===== config.mk =====
export PLATFORM = sky130hd
export DESIGN_NAME = decoder
export DESIGN_NICKNAME = d
export VERILOG_FILES = /design/src/hdl/rv_pkg.sv /design/src/hdl/decoder.sv
export SDC_FILE = /design/constraint.sdc
export NUM_CORES = 1
export LEC_CHECK = 0
export BUFFER_PORTS_ARGS = -buffer_cell sky130_fd_sc_hd__buf_2
export CAP_MARGIN = 40
export CORE_AREA = 2 2 53 55
export DETAILED_ROUTE_END_ITERATION = 7
export DIE_AREA = 0 0 55 57
export GPL_TIMING_DRIVEN = 1
export PLACE_DENSITY = 0.78
export SLEW_MARGIN = 10
export SYNTH_ARGS = -nofsm -noshare
export SYNTH_HDL_FRONTEND = slang
export SYNTH_SLANG_ARGS = --single-unit
export TNS_END_PERCENT = 10

===== constraint.sdc =====
create_clock -name vclk -period 1.4
set_input_delay 0.07 -clock vclk [all_inputs]
set_output_delay 0.07 -clock vclk [all_outputs]
set_load 0.01 [all_outputs]

===== src/hdl/rv_pkg.sv =====
// shared widths, reset pc, opcode/class/alu/fetch enums
// AXI4-Lite read channel and retire structs for the rv32i core
package rv_pkg;

    localparam int xlen       = 32;
    localparam int reg_addr_w = 5;

    localparam logic [xlen-1:0] reset_pc    = 32'h8000_0000;
    localparam logic [2:0]      arprot_inst = 3'b100;  // unprivileged, secure, instruction

    // major opcodes handled by the core
    typedef enum logic [6:0] {
        op     = 7'b0110011,
        op_imm = 7'b0010011,
        lui    = 7'b0110111,
        auipc  = 7'b0010111,
        jal    = 7'b1101111,
        jalr   = 7'b1100111,
        branch = 7'b1100011
    } opcode_e;

    typedef enum logic [2:0] {
        type_r,
        type_i,
        type_u,
        type_j,
        type_b,
        type_n  // unsupported, retires as nop
    } inst_type_e;

    typedef enum logic [3:0] {
        alu_add,
        alu_sub,
        alu_sll,
        alu_slt,
        alu_sltu,
        alu_xor,
        alu_srl,
        alu_sra,
        alu_or,
        alu_and
    } alu_op_e;

    typedef enum logic {
        st_addr,
        st_data
    } fetch_state_e;

    typedef struct packed {
        logic [xlen-1:0] araddr;
        logic [2:0]      arprot;
        logic            arvalid;
    } axil_ar_t;

    typedef struct packed {
        logic [xlen-1:0] rdata;
        logic            rvalid;
    } axil_r_t;

    typedef struct packed {
        logic [reg_addr_w-1:0] rd;
        logic [reg_addr_w-1:0] rs1;
        logic [reg_addr_w-1:0] rs2;
        logic [2:0]            funct3;
        inst_type_e            inst_type;
        alu_op_e               alu_op;
        logic                  is_lui;   // else auipc for type_u
        logic                  is_jalr;
        logic [xlen-1:0]       imm;
    } decoded_t;

    typedef struct packed {
        logic [xlen-1:0]       pc;
        logic [xlen-1:0]       next_pc;
        logic                  we;
        logic [reg_addr_w-1:0] rd;
        logic [xlen-1:0]       wdata;
    } retire_t;

endpackage


===== src/hdl/decoder.sv =====
// instruction decoder: fields, class, immediate and alu operation
`timescale 1ns/10ps

module decoder (
    input  logic [rv_pkg::xlen-1:0] inst,
    output rv_pkg::decoded_t        dec
);
    import rv_pkg::*;

    opcode_e    opcode;
    logic [6:0] funct7;
    logic [2:0] funct3;

    assign opcode = opcode_e'(inst[6:0]);
    assign funct7 = inst[31:25];
    assign funct3 = inst[14:12];

    always_comb begin
        dec.rd      = inst[11:7];
        dec.rs1     = inst[19:15];
        dec.rs2     = inst[24:20];
        dec.funct3  = funct3;
        dec.is_lui  = (opcode == lui);
        dec.is_jalr = (opcode == jalr);

        case (opcode)
            op:          dec.inst_type = type_r;
            op_imm, jalr: dec.inst_type = type_i;
            lui, auipc:  dec.inst_type = type_u;
            jal:         dec.inst_type = type_j;
            branch:      dec.inst_type = type_b;
            default:     dec.inst_type = type_n;  // loads, stores, system
        endcase

        case (dec.inst_type)
            type_i:  dec.imm = {{20{inst[31]}}, inst[31:20]};
            type_u:  dec.imm = {inst[31:12], 12'b0};
            type_j:  dec.imm = {{12{inst[31]}}, inst[19:12], inst[20], inst[30:21], 1'b0};
            type_b:  dec.imm = {{20{inst[31]}}, inst[7], inst[30:25], inst[11:8], 1'b0};
            default: dec.imm = '0;
        endcase

        dec.alu_op = alu_add;  // address and target arithmetic
        if (opcode == op || opcode == op_imm) begin
            case (funct3)
                3'b000:  dec.alu_op = (opcode == op && funct7[5]) ? alu_sub : alu_add;
                3'b001:  dec.alu_op = alu_sll;
                3'b010:  dec.alu_op = alu_slt;
                3'b011:  dec.alu_op = alu_sltu;
                3'b100:  dec.alu_op = alu_xor;
                3'b101:  dec.alu_op = funct7[5] ? alu_sra : alu_srl;  // srai has bit 30 too
                3'b110:  dec.alu_op = alu_or;
                default: dec.alu_op = alu_and;
            endcase
        end
    end

endmodule


After elaboration in Yosys (flattened, before gate mapping) --
Index checks and enable logic that the tools add are counted.
Storage, ports and cells: output and inout bits 59, bits in registers 0
Cells by class: reductions and logical operators 5, multiplexer cells 6, equal/unequal tests 17
Operators by type and width (count):
- 32-bit case mux with 4 select lines | 1
- 4-bit case mux with 7 select lines | 1
- 7-bit == test, second input constant | 3
- 3-bit case mux with 5 select lines | 1
- 7-bit by 5-bit == test with 1-bit output, second input constant | 2
- 7-bit by 6-bit == test with 1-bit output, second input constant | 2
- 3-bit by 2-bit == test with 1-bit output, second input constant | 4
- 3-bit == test, second input constant | 4
- 3-bit by 1-bit == test with 1-bit output, second input constant | 2
- 4-bit 2-to-1 mux | 1
- 2-bit OR reduction | 2
- 3-bit logical NOT | 1
- 1-bit 2-to-1 mux | 2
- 1-bit logical AND | 1
- 1-bit logical OR | 1

Depth between registers and ports, before layout --
depth after elaboration 5, depth in mapped cells 5, mapped depth without buffers 3

Least setup slack after synthesis --
Ideal clock, no wire load.
path kind input -> output, start point in inst[5] (netlist name), end point out dec[20] (netlist name), stages 5, slack -80 ps, data required time 1330 ps, data arrival time 1410 ps, path buffers 2, cells stage by stage buf_6 > or4b_4 > a2111oi_4 > buf_6 > a21o_2
RTL lines:
- start, declared | RTL line decoder.sv:5 | input logic [rv_pkg::xlen-1:0] inst,
- end, declared | RTL line decoder.sv:6 | output rv_pkg::decoded_t dec

==> results.json <==
{
  "status": "finished, violations left",
  "violations": "setup timing",
  "start_util": 0.301,
  "period_share": 1.10,
  "layout.nets": 229,
  "port_buffers": 91,
  "post-dp-hpwl_mm": 2.14,
  "p_leak_nw": 0.823,
  "crit_path_start": "inst[2]",
  "cap_violations": 0,
  "seqCellArea_sq_um": 0,
  "drc": 0,
  "vias_per_cell": 5.05,
  "area_growth_pct": 68.9,
  "critPathCapture": "dec[27]",
  "grtUsageTotal": 0.158,
  "vias": 1141,
  "critPathRequiredTime_ns": 1.33,
  "max_slew_margin": 0.779,
  "yosys.area_share.simple": 0.344,
  "postCtsSetupRepairBufs": 0,
  "crit_path_end_kind": "output pin",
  "std_cell_rows": 19,
  "die_y_um": 57,
  "grt_pass1_vias": 957,
  "arrival_ns": 1.47,
  "postCtsHoldBufs": 0,
  "synth-seq-area-share": 0,
  "fp.dieW_um": 55,
  "power_density_nw_per_um2": 198,
  "synth_fa_ha_area_frac": 0,
  "synth_top_cells_by_area": "buf_4, a21o_2, a21o_1, and2_1, a21oi_1",
  "slew_violations": 0,
  "num-fill-cells": 279,
  "drive_gt1_frac": 0.646,
  "synthesis.area_sq_um": 788,
  "crit_type": "in -> out",
  "globalplace.congestion": 0.808,
  "grt_max_degree": 13,
  "yosys-mux-area-fraction": 0.0143,
  "synthXorXnorAreaFrac": 0,
  "tightest_slew_ns": 0.331,
  "period_needed_ns": 1.54,
  "synth_nets": 144,
  "clkbuf_count": 0,
  "drt-wirelength-per-cell_um": 11.9,
  "final_core_util": 0.509,
  "finalSetupViolations": 17,
  "ir_drop_v": 0.000113,
  "dp_slack_ns": -0.190,
  "yosys.area.top_type": "buf_4",
  "grt_pass1_wl_mm": 3.93,
  "antenna_left": 0,
  "seq_cells": 0,
  "layout_setup_ws_ns": -0.136,
  "critPathLaunchType": "input port",
  "worstHoldPathType": "in -> out",
  "synth_compound_area_frac": 0.416,
  "antenna_found_initial": 0,
  "hold_viol_final": 0,
  "pin_count": 91,
  "rsz0062_at_grt": "yes",
  "diodes": 0,
  "hold_slack_ns": 0.339,
  "critPathMaxFanout": 11,
  "synth_warnings": 0,
  "synth_top_family_by_area": "compound AO/OA/AOI/OAI gates",
  "design_area_sq_um": 1330,
  "synth_cells": 112,
  "drt_wl_total_mm": 2.68,
  "core-area_sq_um": 2620,
  "die-area_sq_um": 3140,
  "syn_avg_cell_area_sq_um": 7.04,
  "placed_cell_area_sq_um": 1230,
  "ys_types": 34,
  "drtIter0Drc": 8,
  "fmax_ghz": 0.651,
  "synth_top_area_frac": 0.171,
  "first_pass_iters": 4,
  "gr-total-overflow": 0
}
## worst min path at each step
stage               slack (ns)      from  endpoint  depth (start not counted)
floorplan                 0.23  inst[14]   dec[37]                          2
global placement          0.34  inst[15]   dec[49]                          2
detailed placement        0.34   inst[8]   dec[55]                          2
CTS                       0.34   inst[8]   dec[55]                          2
global route              0.34  inst[18]   dec[52]                          2
finish                    0.34   inst[8]   dec[55]                          2
## metrics by stage
step / setup TNS, ns / instances / power, W
4_1_cts: -1.82 / 226 / 0.000262
6_report: -1.85 / 226 / 0.000264
3_5_place_dp: -3.13 / 226 / 0.000249
2_1_floorplan: 0 / 112 / 0.000146
3_3_place_gp: -2.76 / 226 / 0.000243
5_1_grt: -2.97 / 226 / 0.000289
## cell usage after synthesis, types with 2 or more instances
cell type,n
nor2b_1,3
a21oi_1,8
buf_4,18
nand2b_1,5
a21o_2,11
nand4b_1,2
clkbuf_1,3
a32oi_1,4
nor2_1,7
nand2_1,4
a21o_1,10
and3b_1,2
nor3_1,3
and2_1,7
nand3_1,5
buf_6,2
## worst max-delay path: stages
cell       delay [ns]
buf_6            0.09
or4b_4           0.57
a2111oi_4        0.34
buf_6            0.19
a21o_2           0.11
buf_6            0.09
## layer usage
metal  wire length, um  share of wire  vias up  global-route usage
met3               255          0.095        2             0.00785
met1              1080           0.40      514               0.197
met2              1340           0.50       62               0.294
met4                10         0.0037        0              0.0209
li1                  -              -      563                   -
met5                 0              0        -                   0
## power breakdown
group	internal (W)	switching (W)	total [W]
logic	0.000130	0.000134	0.000264
clock network	0	0	0
registers	0	0	0
## final cells by class
type / instances / area, sq um / share of cell area
multi-input cells: 87 / 624 / 0.469
well taps: 31 / 38.8 / 0.0291
inverters: 1 / 3.75 / 0.00282
repair buffers: 107 / 664 / 0.499
## cells by family (layout without fill, tap and decap cells)
family | Yosys count | in the layout
simple gates | 45 | 45
compound gates | 41 | 41
buf+inv | 25 | 108
mux | 1 | 1
## what timing repair did
action / in CTS / in global routing
endpoints found under the setup margin: 28 / 19
gates resized for setup: 15 / 4
cloned: 0 / 0
## placed cells by master (no fill, tap or decap), types with 3 or more instances in the layout
cell type	count
buf_6	15
and2_1	7
nand2_1	4
nand3_1	5
a21o_2	11
a32oi_1	4
buf_4	14
a21oi_1	8
nor2_1	6
buf_2	78
a21o_1	10
nand2b_1	5
nor2b_1	3
No activity file was read; power rests on OpenSTA's default activity.
