$ cat src/hdl/rv_pkg.sv
// shared widths, reset pc, opcode/class/alu/fetch enums
// AXI4-Lite read channel and retire structs for the rv32i core
package rv_pkg;

    localparam int xlen       = 32;
    localparam int reg_addr_w = 5;

    localparam logic [xlen-1:0] reset_pc    = 32'h8000_0000;
    localparam logic [2:0]      arprot_inst = 3'b100;  // unprivileged, secure, instruction

    // major opcodes handled by the core
    typedef enum logic [6:0] {
        op     = 7'b0110011,
        op_imm = 7'b0010011,
        lui    = 7'b0110111,
        auipc  = 7'b0010111,
        jal    = 7'b1101111,
        jalr   = 7'b1100111,
        branch = 7'b1100011
    } opcode_e;

    typedef enum logic [2:0] {
        type_r,
        type_i,
        type_u,
        type_j,
        type_b,
        type_n  // unsupported, retires as nop
    } inst_type_e;

    typedef enum logic [3:0] {
        alu_add,
        alu_sub,
        alu_sll,
        alu_slt,
        alu_sltu,
        alu_xor,
        alu_srl,
        alu_sra,
        alu_or,
        alu_and
    } alu_op_e;

    typedef enum logic {
        st_addr,
        st_data
    } fetch_state_e;

    typedef struct packed {
        logic [xlen-1:0] araddr;
        logic [2:0]      arprot;
        logic            arvalid;
    } axil_ar_t;

    typedef struct packed {
        logic [xlen-1:0] rdata;
        logic            rvalid;
    } axil_r_t;

    typedef struct packed {
        logic [reg_addr_w-1:0] rd;
        logic [reg_addr_w-1:0] rs1;
        logic [reg_addr_w-1:0] rs2;
        logic [2:0]            funct3;
        inst_type_e            inst_type;
        alu_op_e               alu_op;
        logic                  is_lui;   // else auipc for type_u
        logic                  is_jalr;
        logic [xlen-1:0]       imm;
    } decoded_t;

    typedef struct packed {
        logic [xlen-1:0]       pc;
        logic [xlen-1:0]       next_pc;
        logic                  we;
        logic [reg_addr_w-1:0] rd;
        logic [xlen-1:0]       wdata;
    } retire_t;

endpackage

$ cat src/hdl/fetch_unit.sv
// program counter and AXI4-Lite read master for instruction fetch
`timescale 1ns/10ps

module fetch_unit (
    input  logic                  clk,
    input  logic                  reset,
    output rv_pkg::axil_ar_t      ar,
    input  logic                  arready,
    input  rv_pkg::axil_r_t       r,
    output logic                  rready,
    input  logic [rv_pkg::xlen-1:0] next_pc,
    output logic [rv_pkg::xlen-1:0] pc,
    output logic [rv_pkg::xlen-1:0] inst,
    output logic                  inst_valid
);
    import rv_pkg::*;

    fetch_state_e    state;
    logic            arvalid_q;
    logic [xlen-1:0] pc_q;

    assign ar.araddr  = pc_q;  // held until the R handshake
    assign ar.arprot  = arprot_inst;
    assign ar.arvalid = arvalid_q;

    assign rready     = (state == st_data);
    assign inst_valid = r.rvalid && rready;
    assign inst       = inst_valid ? r.rdata : '0;  // zero word decodes as nop
    assign pc         = pc_q;

    always_ff @(posedge clk) begin
        if (reset) begin
            state     <= st_addr;
            arvalid_q <= 1'b0;
            pc_q      <= reset_pc;
        end else begin
            case (state)
                st_addr: begin
                    if (arvalid_q && arready) begin
                        arvalid_q <= 1'b0;
                        state     <= st_data;
                    end else begin
                        arvalid_q <= 1'b1;  // first request after reset
                    end
                end
                st_data: begin
                    if (inst_valid) begin  // execute cycle
                        pc_q      <= next_pc;
                        arvalid_q <= 1'b1;
                        state     <= st_addr;
                    end
                end
                default: state <= st_addr;
            endcase
        end
    end

    // a pending request keeps its address until accepted
    assert property (@(posedge clk) disable iff (reset)
        ar.arvalid && !arready |=> ar.arvalid && $stable(ar.araddr))
        else $error("araddr changed while arvalid waited");

    // next_pc from execute must keep the pc on a word boundary
    assert property (@(posedge clk) disable iff (reset) pc_q[1:0] == 2'b00)
        else $error("pc not word aligned: %h", pc_q);

endmodule

$ cat config.mk
export PLATFORM = sky130hd
export DESIGN_NAME = fetch_unit
export DESIGN_NICKNAME = d
export VERILOG_FILES = /design/src/hdl/rv_pkg.sv /design/src/hdl/fetch_unit.sv
export SDC_FILE = /design/constraint.sdc
export NUM_CORES = 1
export LEC_CHECK = 0
export BUFFER_PORTS_ARGS = -buffer_cell sky130_fd_sc_hd__buf_2
export CORE_MARGIN = 5
export CORE_UTILIZATION = 34
export CTS_BUF_LIST = sky130_fd_sc_hd__clkbuf_8
export DETAILED_ROUTE_END_ITERATION = 7
export PLACE_DENSITY = 0.72
export SLEW_MARGIN = 10
export SYNTH_ARGS = -nofsm -noshare
export SYNTH_HDL_FRONTEND = slang
export SYNTH_SLANG_ARGS = --single-unit
$ cat constraint.sdc
create_clock -name clk -period 0.9 [get_ports clk]
set_input_delay 0.135 -clock clk [delete_from_list [all_inputs] [get_ports clk]]
set_output_delay 0.135 -clock clk [all_outputs]
set_load 0.01 [all_outputs]
* After elaboration in Yosys (flattened, before gate mapping) *
Index checks and enable logic that the tools add are counted.

storage, ports and cells
  register bits = 34
  latch bits = 0
  memory bits (writable) = 0
  ROM bits = 0
  memories kept = 0

operators by class
  $add $sub $neg = 0
  multipliers = 0
  div/mod/pow operators = 0
  order comparisons = 0
  eq/ne operators = 1
  shift-type cells = 0
  multiplexer cells = 7
  bitwise gates (word level) = 1
  reduce and logical (&&, ||, !) cells = 3

operator list
  cell                                  count
  2-to-1 mux 32 bit                     1
  2-to-1 mux 1 bit                      4
  one-hot mux 1 bit (2 select lines)    2
  logical AND 1 bit                     2
  != test 2 bit, second input constant  1
  AND reduction 2 bit                   1
  inverter 1 bit                        1

* Longest topological paths before layout *
Gate-level depths: netlist of run 1.

  word-level depth = 3
  gate-level depth with buffers = 5
  mapped depth without buffers = 2

* Least setup slack after synthesis of run 1 *
No wires, ideal clock.

  path type = register -> output
  start = register state, in the netlist rready
  end = output port inst[10] (netlist name)
  arrival time = 0.936 ns
  data required time = 0.765 ns
  setup slack = -0.171 ns
  stages on the path, launching flop included = 4
  buffers on the path = 2
  path through = dfxtp_1 -> buf_6 -> clkbuf_1 -> and3_1

between the ends
  longest elaborated chain between the ends = 2

ends and longest elaborated chain
  element                 line              text
  start, declared         fetch_unit.sv:18  fetch_state_e state;
  start signal, assigned  fetch_unit.sv:33  state <= st_addr;
  start signal, assigned  fetch_unit.sv:41  state <= st_data;
  start signal, assigned  fetch_unit.sv:50  state <= st_addr;
  logical AND 1 bit       fetch_unit.sv:27  assign inst_valid = r.rvalid && rready;
  2-to-1 mux 32 bit       fetch_unit.sv:28  assign inst = inst_valid ? r.rdata : '0;
  end, declared           fetch_unit.sv:13  output logic [rv_pkg::xlen-1:0] inst,

No other way between the ends.

* Worst setup path in the final report of run 1 *
Ends and elaborated chain as after synthesis.

==> metrics.txt, run 1 <==
Setup Skew=0.007564 ns; PortBufs=166; Worst setup EP type=primary output; area grow syn2layout=67.53%; CTS max path bufs=2; via-per-instance ratio=4.578; gpl congestion=0.6594; drc violations=0; global-route wire length before repair=10.67 mm; CTS buffer count=5; crit path launch type=flip-flop; critical path's top delay family=flip-flops; cells along the critical path=buf_16 -> and3_1 -> buf_2; initial core utilization=34.77%; crit path buf inv count=2; Pwr per Cell Area=1082 mW/mm^2; Hold Path Class=in -> reg; Post-Place Cell Area=0.003097 mm^2; Tot GR Track Use=around 15%; Die Ht=93.36 um; failing checks=negative setup slack; Max VDD drop=0.0007048 V; post-synthesis register bit count=34; Highest Clock Rate=slightly below 800 MHz; number of global-route vias before repair=2131; pre-CTS setup slack=-0.1439 ns; Antenna Nets Post-Route=0; largest net degree at the start of global routing=32; final setup fails=68; io pins=170; clk sinks=34; Pleak=1.852 nW; setup ws final=-0.3867 ns; total of max-cap violations=0; Core Rows=30; Critical Path AT=1.15 ns; design area=0.003958 mm^2; clock tree root buffer cell=clkbuf_8; Setup TNS=-17.80 ns; Worst Path Required=0.76 ns; Tcrit/Tclk final=143.0%; Iter 0 DRT Violations=50; final hold violations=0; CP Class=reg -> out; Ys Warns=0; RSZ-0062 raised after global routing=yes; status=complete, but fails checks; CP Max Fanout=22; Layout Nets=447; max incr delay on CP=0.41 ns; Synth Instances=232; die area=0.008715 mm^2; register area share after synthesis=28.81%; core region area=~0.0068 mm^2; Post-DP HPWL=4.696 mm; Mapped Area=0.002362 mm^2; Chip Width=93.36 um; n_diodes=0; hold_buf cts=0; Avg Cell Area, Syn=10.18 um^2; wire per inst=14.99 um; clk_lat worst skew=0.28 ns; Pins Over Slew Limit=0; GR Overflow Total=0; TritonCTS clock tree=yes; Crit-path slowest cell=dfxtp_4; Unique masters post-synth=21; initial antenna violation count=0; min Tclk post-route=1.287 ns; CTS H-Tree Depth=2; layout cells sized above 1=around 90%; final WL=roughly 7.1 mm; total power=between 4 and 5 mW; first drt pass iteration count=4; Reg clk slew, reported paths=roughly 0.08 ns; Vias=2179
-- cell usage after synthesis --
| master | count | area share [%] |
|---|---|---|
| a211oi_1 | 1 | 0.32 |
| a21bo_1 | 7 | 3.0 |
| a21bo_2 | 24 | 10 |
| a21oi_1 | 1 | 0.21 |
| a21oi_2 | 32 | 12 |
| and2_1 | 1 | 0.26 |
| and3_1 | 32 | 8.5 |
| buf_12 | 4 | 3.4 |
| buf_2 | 9 | 1.9 |
| buf_4 | 41 | 13 |
| buf_6 | 7 | 3.3 |
| clkbuf_1 | 1 | 0.16 |
| conb_1 | 2 | 0.32 |
| dfxtp_1 | 34 | 29 |
| inv_1 | 1 | 0.16 |
| nand2b_1 | 1 | 0.26 |
| nand3_1 | 1 | 0.21 |
| nand3_2 | 30 | 13 |
| nand3b_4 | 1 | 0.85 |
| nor2_1 | 1 | 0.16 |
| o211a_1 | 1 | 0.42 |
-- report_power, final --
part	switching [mW]	total, mW	internal [mW]
Clock	0.602	1.71	1.11
Sequential	0.0480	1.58	1.54
Combinational	0.435	0.984	0.549
Total	1.08	4.28	3.20
-- layout by cell type, fill, tap and decap left out --
| cell | count |
|---|---|
| a211oi_2 | 1 |
| a21bo_1 | 7 |
| a21bo_2 | 23 |
| a21bo_4 | 1 |
| a21oi_2 | 33 |
| and2_4 | 1 |
| and3_1 | 22 |
| and3_4 | 10 |
| buf_12 | 7 |
| buf_16 | 2 |
| buf_2 | 92 |
| buf_4 | 20 |
| buf_6 | 78 |
| buf_8 | 2 |
| bufinv_16 | 2 |
| clkbuf_8 | 5 |
| clkinv_4 | 1 |
| conb_1 | 3 |
| dfxtp_2 | 27 |
| dfxtp_4 | 7 |
| inv_1 | 1 |
| nand2b_1 | 1 |
| nand3_1 | 1 |
| nand3_2 | 29 |
| nand3_4 | 1 |
| nand3b_4 | 1 |
| nor2_1 | 1 |
| o211a_1 | 1 |
-- worst reg2reg max path: stages, from the launching register on --
cell and delay (ns):
dfxtp_4 0.41, buf_4 0.18, buf_12 0.15, nand2b_1 0.10
o211a_1 0.21
-- cells by family (layout without fill, tap and decap cells) --
kind of cell | count (synthesis) | in the layout | synth area share, %
AO/OA/AOI/OAI | 66 | 66 | 25.95
other | 2 | 3 | 0.3179
flip-flops | 34 | 34 | 28.81
AND/OR/NAND/NOR | 67 | 67 | 22.93
buffers and inverters | 63 | 210 | 21.98
-- flip-flops by register name (all words and copies together) (netlist names) --
signal	cells
arvalid_q	1
pc	32
rready	1
-- final timing paths --
path / start / end / slack (ns) / cells after the start
worst max-delay path: rready / inst[10] / -0.39 / 3
worst min register to register: pc[31] / pc[31] / 0.53 / 2
worst max register to register: rready / arvalid_q / -0.24 / 4
worst min-delay path: next_pc[12] / pc[12] / 0.08 / 3
-- area by class of cell --
cell class	instances	area (um^2)
sequential	34	740.7
clock inverter	3	68.82
timing repair buffer	201	1714
inverter	1	3.754
multi-input combinational	136	1241
clock buffer	5	68.82
fill	553	2836
tap	96	120.1
-- layer usage --
layer	GRT usage [%]	part of all wire, %	up-vias
met3	3.620	8.1	2
met5	0	0	-
met4	2.564	0.27	0
met1	18.31	38	1026
met2	26.56	54	92
li1	-	-	1059
-- what timing repair did --
item,CTS,global route
hold endpoints to repair,0,0
pin swaps,10,6
gates cloned,3,0
setup buffers,10,2
setup endpoints to repair,129,128
resized for setup,76,52
-- stage by stage --
| stage | hold slack (ns) | util (%) | std cells |
|---|---|---|---|
| finish | 0.07767 | 58.25 | 476 |
| global route | 0.05906 | 58.25 | 476 |
| CTS | 0.06315 | 54.09 | 476 |
| detailed placement | 0.3857 | 45.58 | 455 |
| global placement | 0.3798 | 45.58 | 455 |
| floorplan | 0.2653 | - | 233 |
Note: power is estimated with default switching activity, not from simulation.
==> inputs of run 2 (changes only) <==
Settings changed: ABC_AREA from default to 1, PLACE_DENSITY 0.72 to 0.79, SLEW_MARGIN 10 to default.
==> run 2 against run 1 <==
- the flow still finishes with violations (negative setup slack)
- critical path depth is 1 higher
- routed wire length fell by 8.1%
- cell area is 9.4% lower
- via count shrank 5.9%
- setup slack gained 0.0075 ns
==> metrics.txt, run 2 <==
most common cell in the netlist=nor2_1; Die Ht=81.70 um (-12%); Chip Width=81.70 um (-12%); hold_buf cts=0 (unchanged); design area=0.003587 mm^2 (-9.4%); grt met2 use=33.06% (+6.5 points); clk_lat worst skew=0.28 ns (about the same); largest family of logic cells by synthesized area=buffers and inverters; layout cells sized above 1=69.25% (-21 points); Unique masters post-synth=16 (-24%); Vias=2050 (-5.9%); CTS buffer count=5 (unchanged); setup ws final=-0.3792 ns (+0.007522 ns); largest net degree at the start of global routing=33 (+3.1%); met3 Use GR=4.496% (+0.88 points); dominant cell type by area after synthesis=dfxtp_1; area share of fa/ha/maj cells after synthesis=0% (unchanged); wire per inst=13.95 um (-6.9%); final hold violations=0 (unchanged); Reg clk slew, reported paths=0.07 ns (about the same); Core Rows=26 (-13%); Pwr per Cell Area=1141 mW/mm^2 (+5.5%); Avg Cell Area, Syn=6.855 um^2 (-33%); first drt pass iteration count=4 (unchanged); crit path launch type=flip-flop; top area cells in the synthesized netlist=dfxtp_1 (39%), nor2_1 (20%), buf_4 (15%); global-route wire length before repair=8.976 mm (-16%); hold slack=0.03270 ns (-0.04497 ns); final WL=6.557 mm (-8.1%); Synth Flop Type=dfxtp_1; n_diodes=0 (unchanged); post-synth top area share=38.94% (+10 points); Layout Nets=467 (+4.5%); total of max-cap violations=0 (unchanged); failing checks=negative setup slack; CTS H-Tree Depth=2 (unchanged); CP Max Fanout=11 (-50%); most frequent cells after synthesis=nor2_1 (95), buf_4 (36), dfxtp_1 (34), inv_1 (34), o21ai_0 (16); min Tclk post-route=1.279 ns (-0.007522 ns); RSZ-0062 raised after global routing=yes; Worst setup EP type=primary output; flip-flop count of the largest register after layout=32 (unchanged); Async SR Flop Fraction=0% (unchanged); Tot GR Track Use=17.43% (+2.5 points); status=complete, but fails checks; initial core utilization=34.67% (-0.10 points); Max VDD drop=0.0006951 V (-1.4%); Post-Synth Simple-Gate Area=22.12% (-0.82 points); TritonCTS clock tree=yes; via-per-instance ratio=4.362 (-4.7%); core region area=0.005042 mm^2 (-26%); most common cell after layout, fill and taps aside=buf_6; gpl congestion=0.7171 (+8.8%); final setup fails=71 (+4.4%); Pleak=1.776 nW (-4.1%); Synth Area in XOR/XNOR=0% (unchanged); Tcrit/Tclk final=142.1% (-0.84 points); PortBufs=166 (unchanged); clock tree root buffer cell=clkbuf_8; CTS max path bufs=2 (unchanged); Antenna Nets Post-Route=0 (unchanged); Post-DP HPWL=4.266 mm (-9.2%); register area share after synthesis=38.94% (+10 points); initial antenna violation count=0 (unchanged); Mapped Area=0.001748 mm^2 (-26%); mux cell area share after synthesis=0% (unchanged); Hold Path Class=in -> reg; Synth Instances=255 (+9.9%); GRT Max-Usage Layer=met2; area grow syn2layout=105.2%; die area=0.006675 mm^2 (-23%); clk sinks=34 (unchanged); io pins=170 (unchanged); CP Class=reg -> out; Post-Place Cell Area=0.002674 mm^2 (-14%); Worst Path Required=0.76 ns (about the same); number of global-route vias before repair=1956 (-8.2%); total power=4.094 mW (-4.4%); pre-CTS setup slack=-0.1234 ns (+0.02059 ns); commonest non-fill, non-tap cells in the layout=buf_6 (93), buf_2 (78), nor2_1 (62); GR Layer Usage met1=18.30% (about the same); complex-gate fraction of the synthesized area=9.664% (-16 points); Setup Skew=0.005697 ns (-0.001867 ns); Ys Warns=0 (unchanged); Critical Path AT=1.14 ns (about the same); Pins Over Slew Limit=0 (unchanged); post-synthesis register bit count=34 (unchanged); drc violations=0 (unchanged); Post-synth EDFFs=0 (unchanged); GR Overflow Total=0 (unchanged); Iter 0 DRT Violations=52 (+4.0%); Highest Clock Rate=781.7 MHz (+0.59%)
[run 2: report_power, final]
group | total (mW) | leakage [nW] | switching [mW] | internal (mW)
clock | 1.17 | 0.0515 | 0.555 | 0.617
sequential | 1.69 | 0.294 | 0.0974 | 1.60
combinational | 1.23 | 1.43 | 0.559 | 0.671
total | 4.09 | 1.78 | 1.21 | 2.88
[run 2: worst max-delay path, stage by stage (launching register included)]
cell and delay, ns:
dfxtp_4 0.38, nand2_8 0.09, buf_12 0.18, nor2_4 0.10, buf_6 0.11
[run 2: final cells by class]
class / count / area, um^2
fill: 385 / 1455
timing repair buffer: 185 / 1658
multi-input combinational: 138 / 870.8
clock buffer: 6 / 82.58
tap: 70 / 87.58
sequential: 34 / 745.7
inverter: 35 / 131.4
clock inverter: 2 / 11.26
[run 2: timing repair]
item                                    CTS  global route
gates resized for setup                 106            63
pin swaps                                 2             1
setup buffers                             6             1
gates cloned                              2             0
endpoints found under the setup margin  129           126
[run 2: path summary, 6_finish.rpt]
kind / slack (ns) / cells past startpoint / startpoint / endpoint
worst max-delay path: -0.38 / 4 / rready / inst[4]
worst min-delay path: 0.03 / 2 / reset / arvalid_q
worst max register to register: -0.32 / 7 / rready / pc[3]
worst min register to register: 0.49 / 2 / pc[29] / pc[29]
[run 2: kinds of logic after synthesis]
| logic type | count (synthesis) |
|---|---|
| and+or+nand+nor | 102 |
| AOI/OAI and AO/OA | 33 |
| DFF | 34 |
| other | 2 |
| buffers and inverters | 84 |
[run 2: layer usage]
metal  part of all wire, %  up-vias
li1                      -     1002
met1                    32      934
met2                    57      105
met3                   8.9        9
met4                   1.8        0
met5                     0        -
[run 2: stage by stage]
step | setup TNS [ns] | util (%) | instances
2_1_floorplan | -2.257 | - | 256
3_3_place_gp | -3.760 | 53.03 | 453
3_5_place_dp | -5.267 | 53.03 | 453
4_1_cts | -18.04 | 64.62 | 469
5_1_grt | -22.07 | 71.14 | 470
6_report | -17.54 | 71.14 | 470
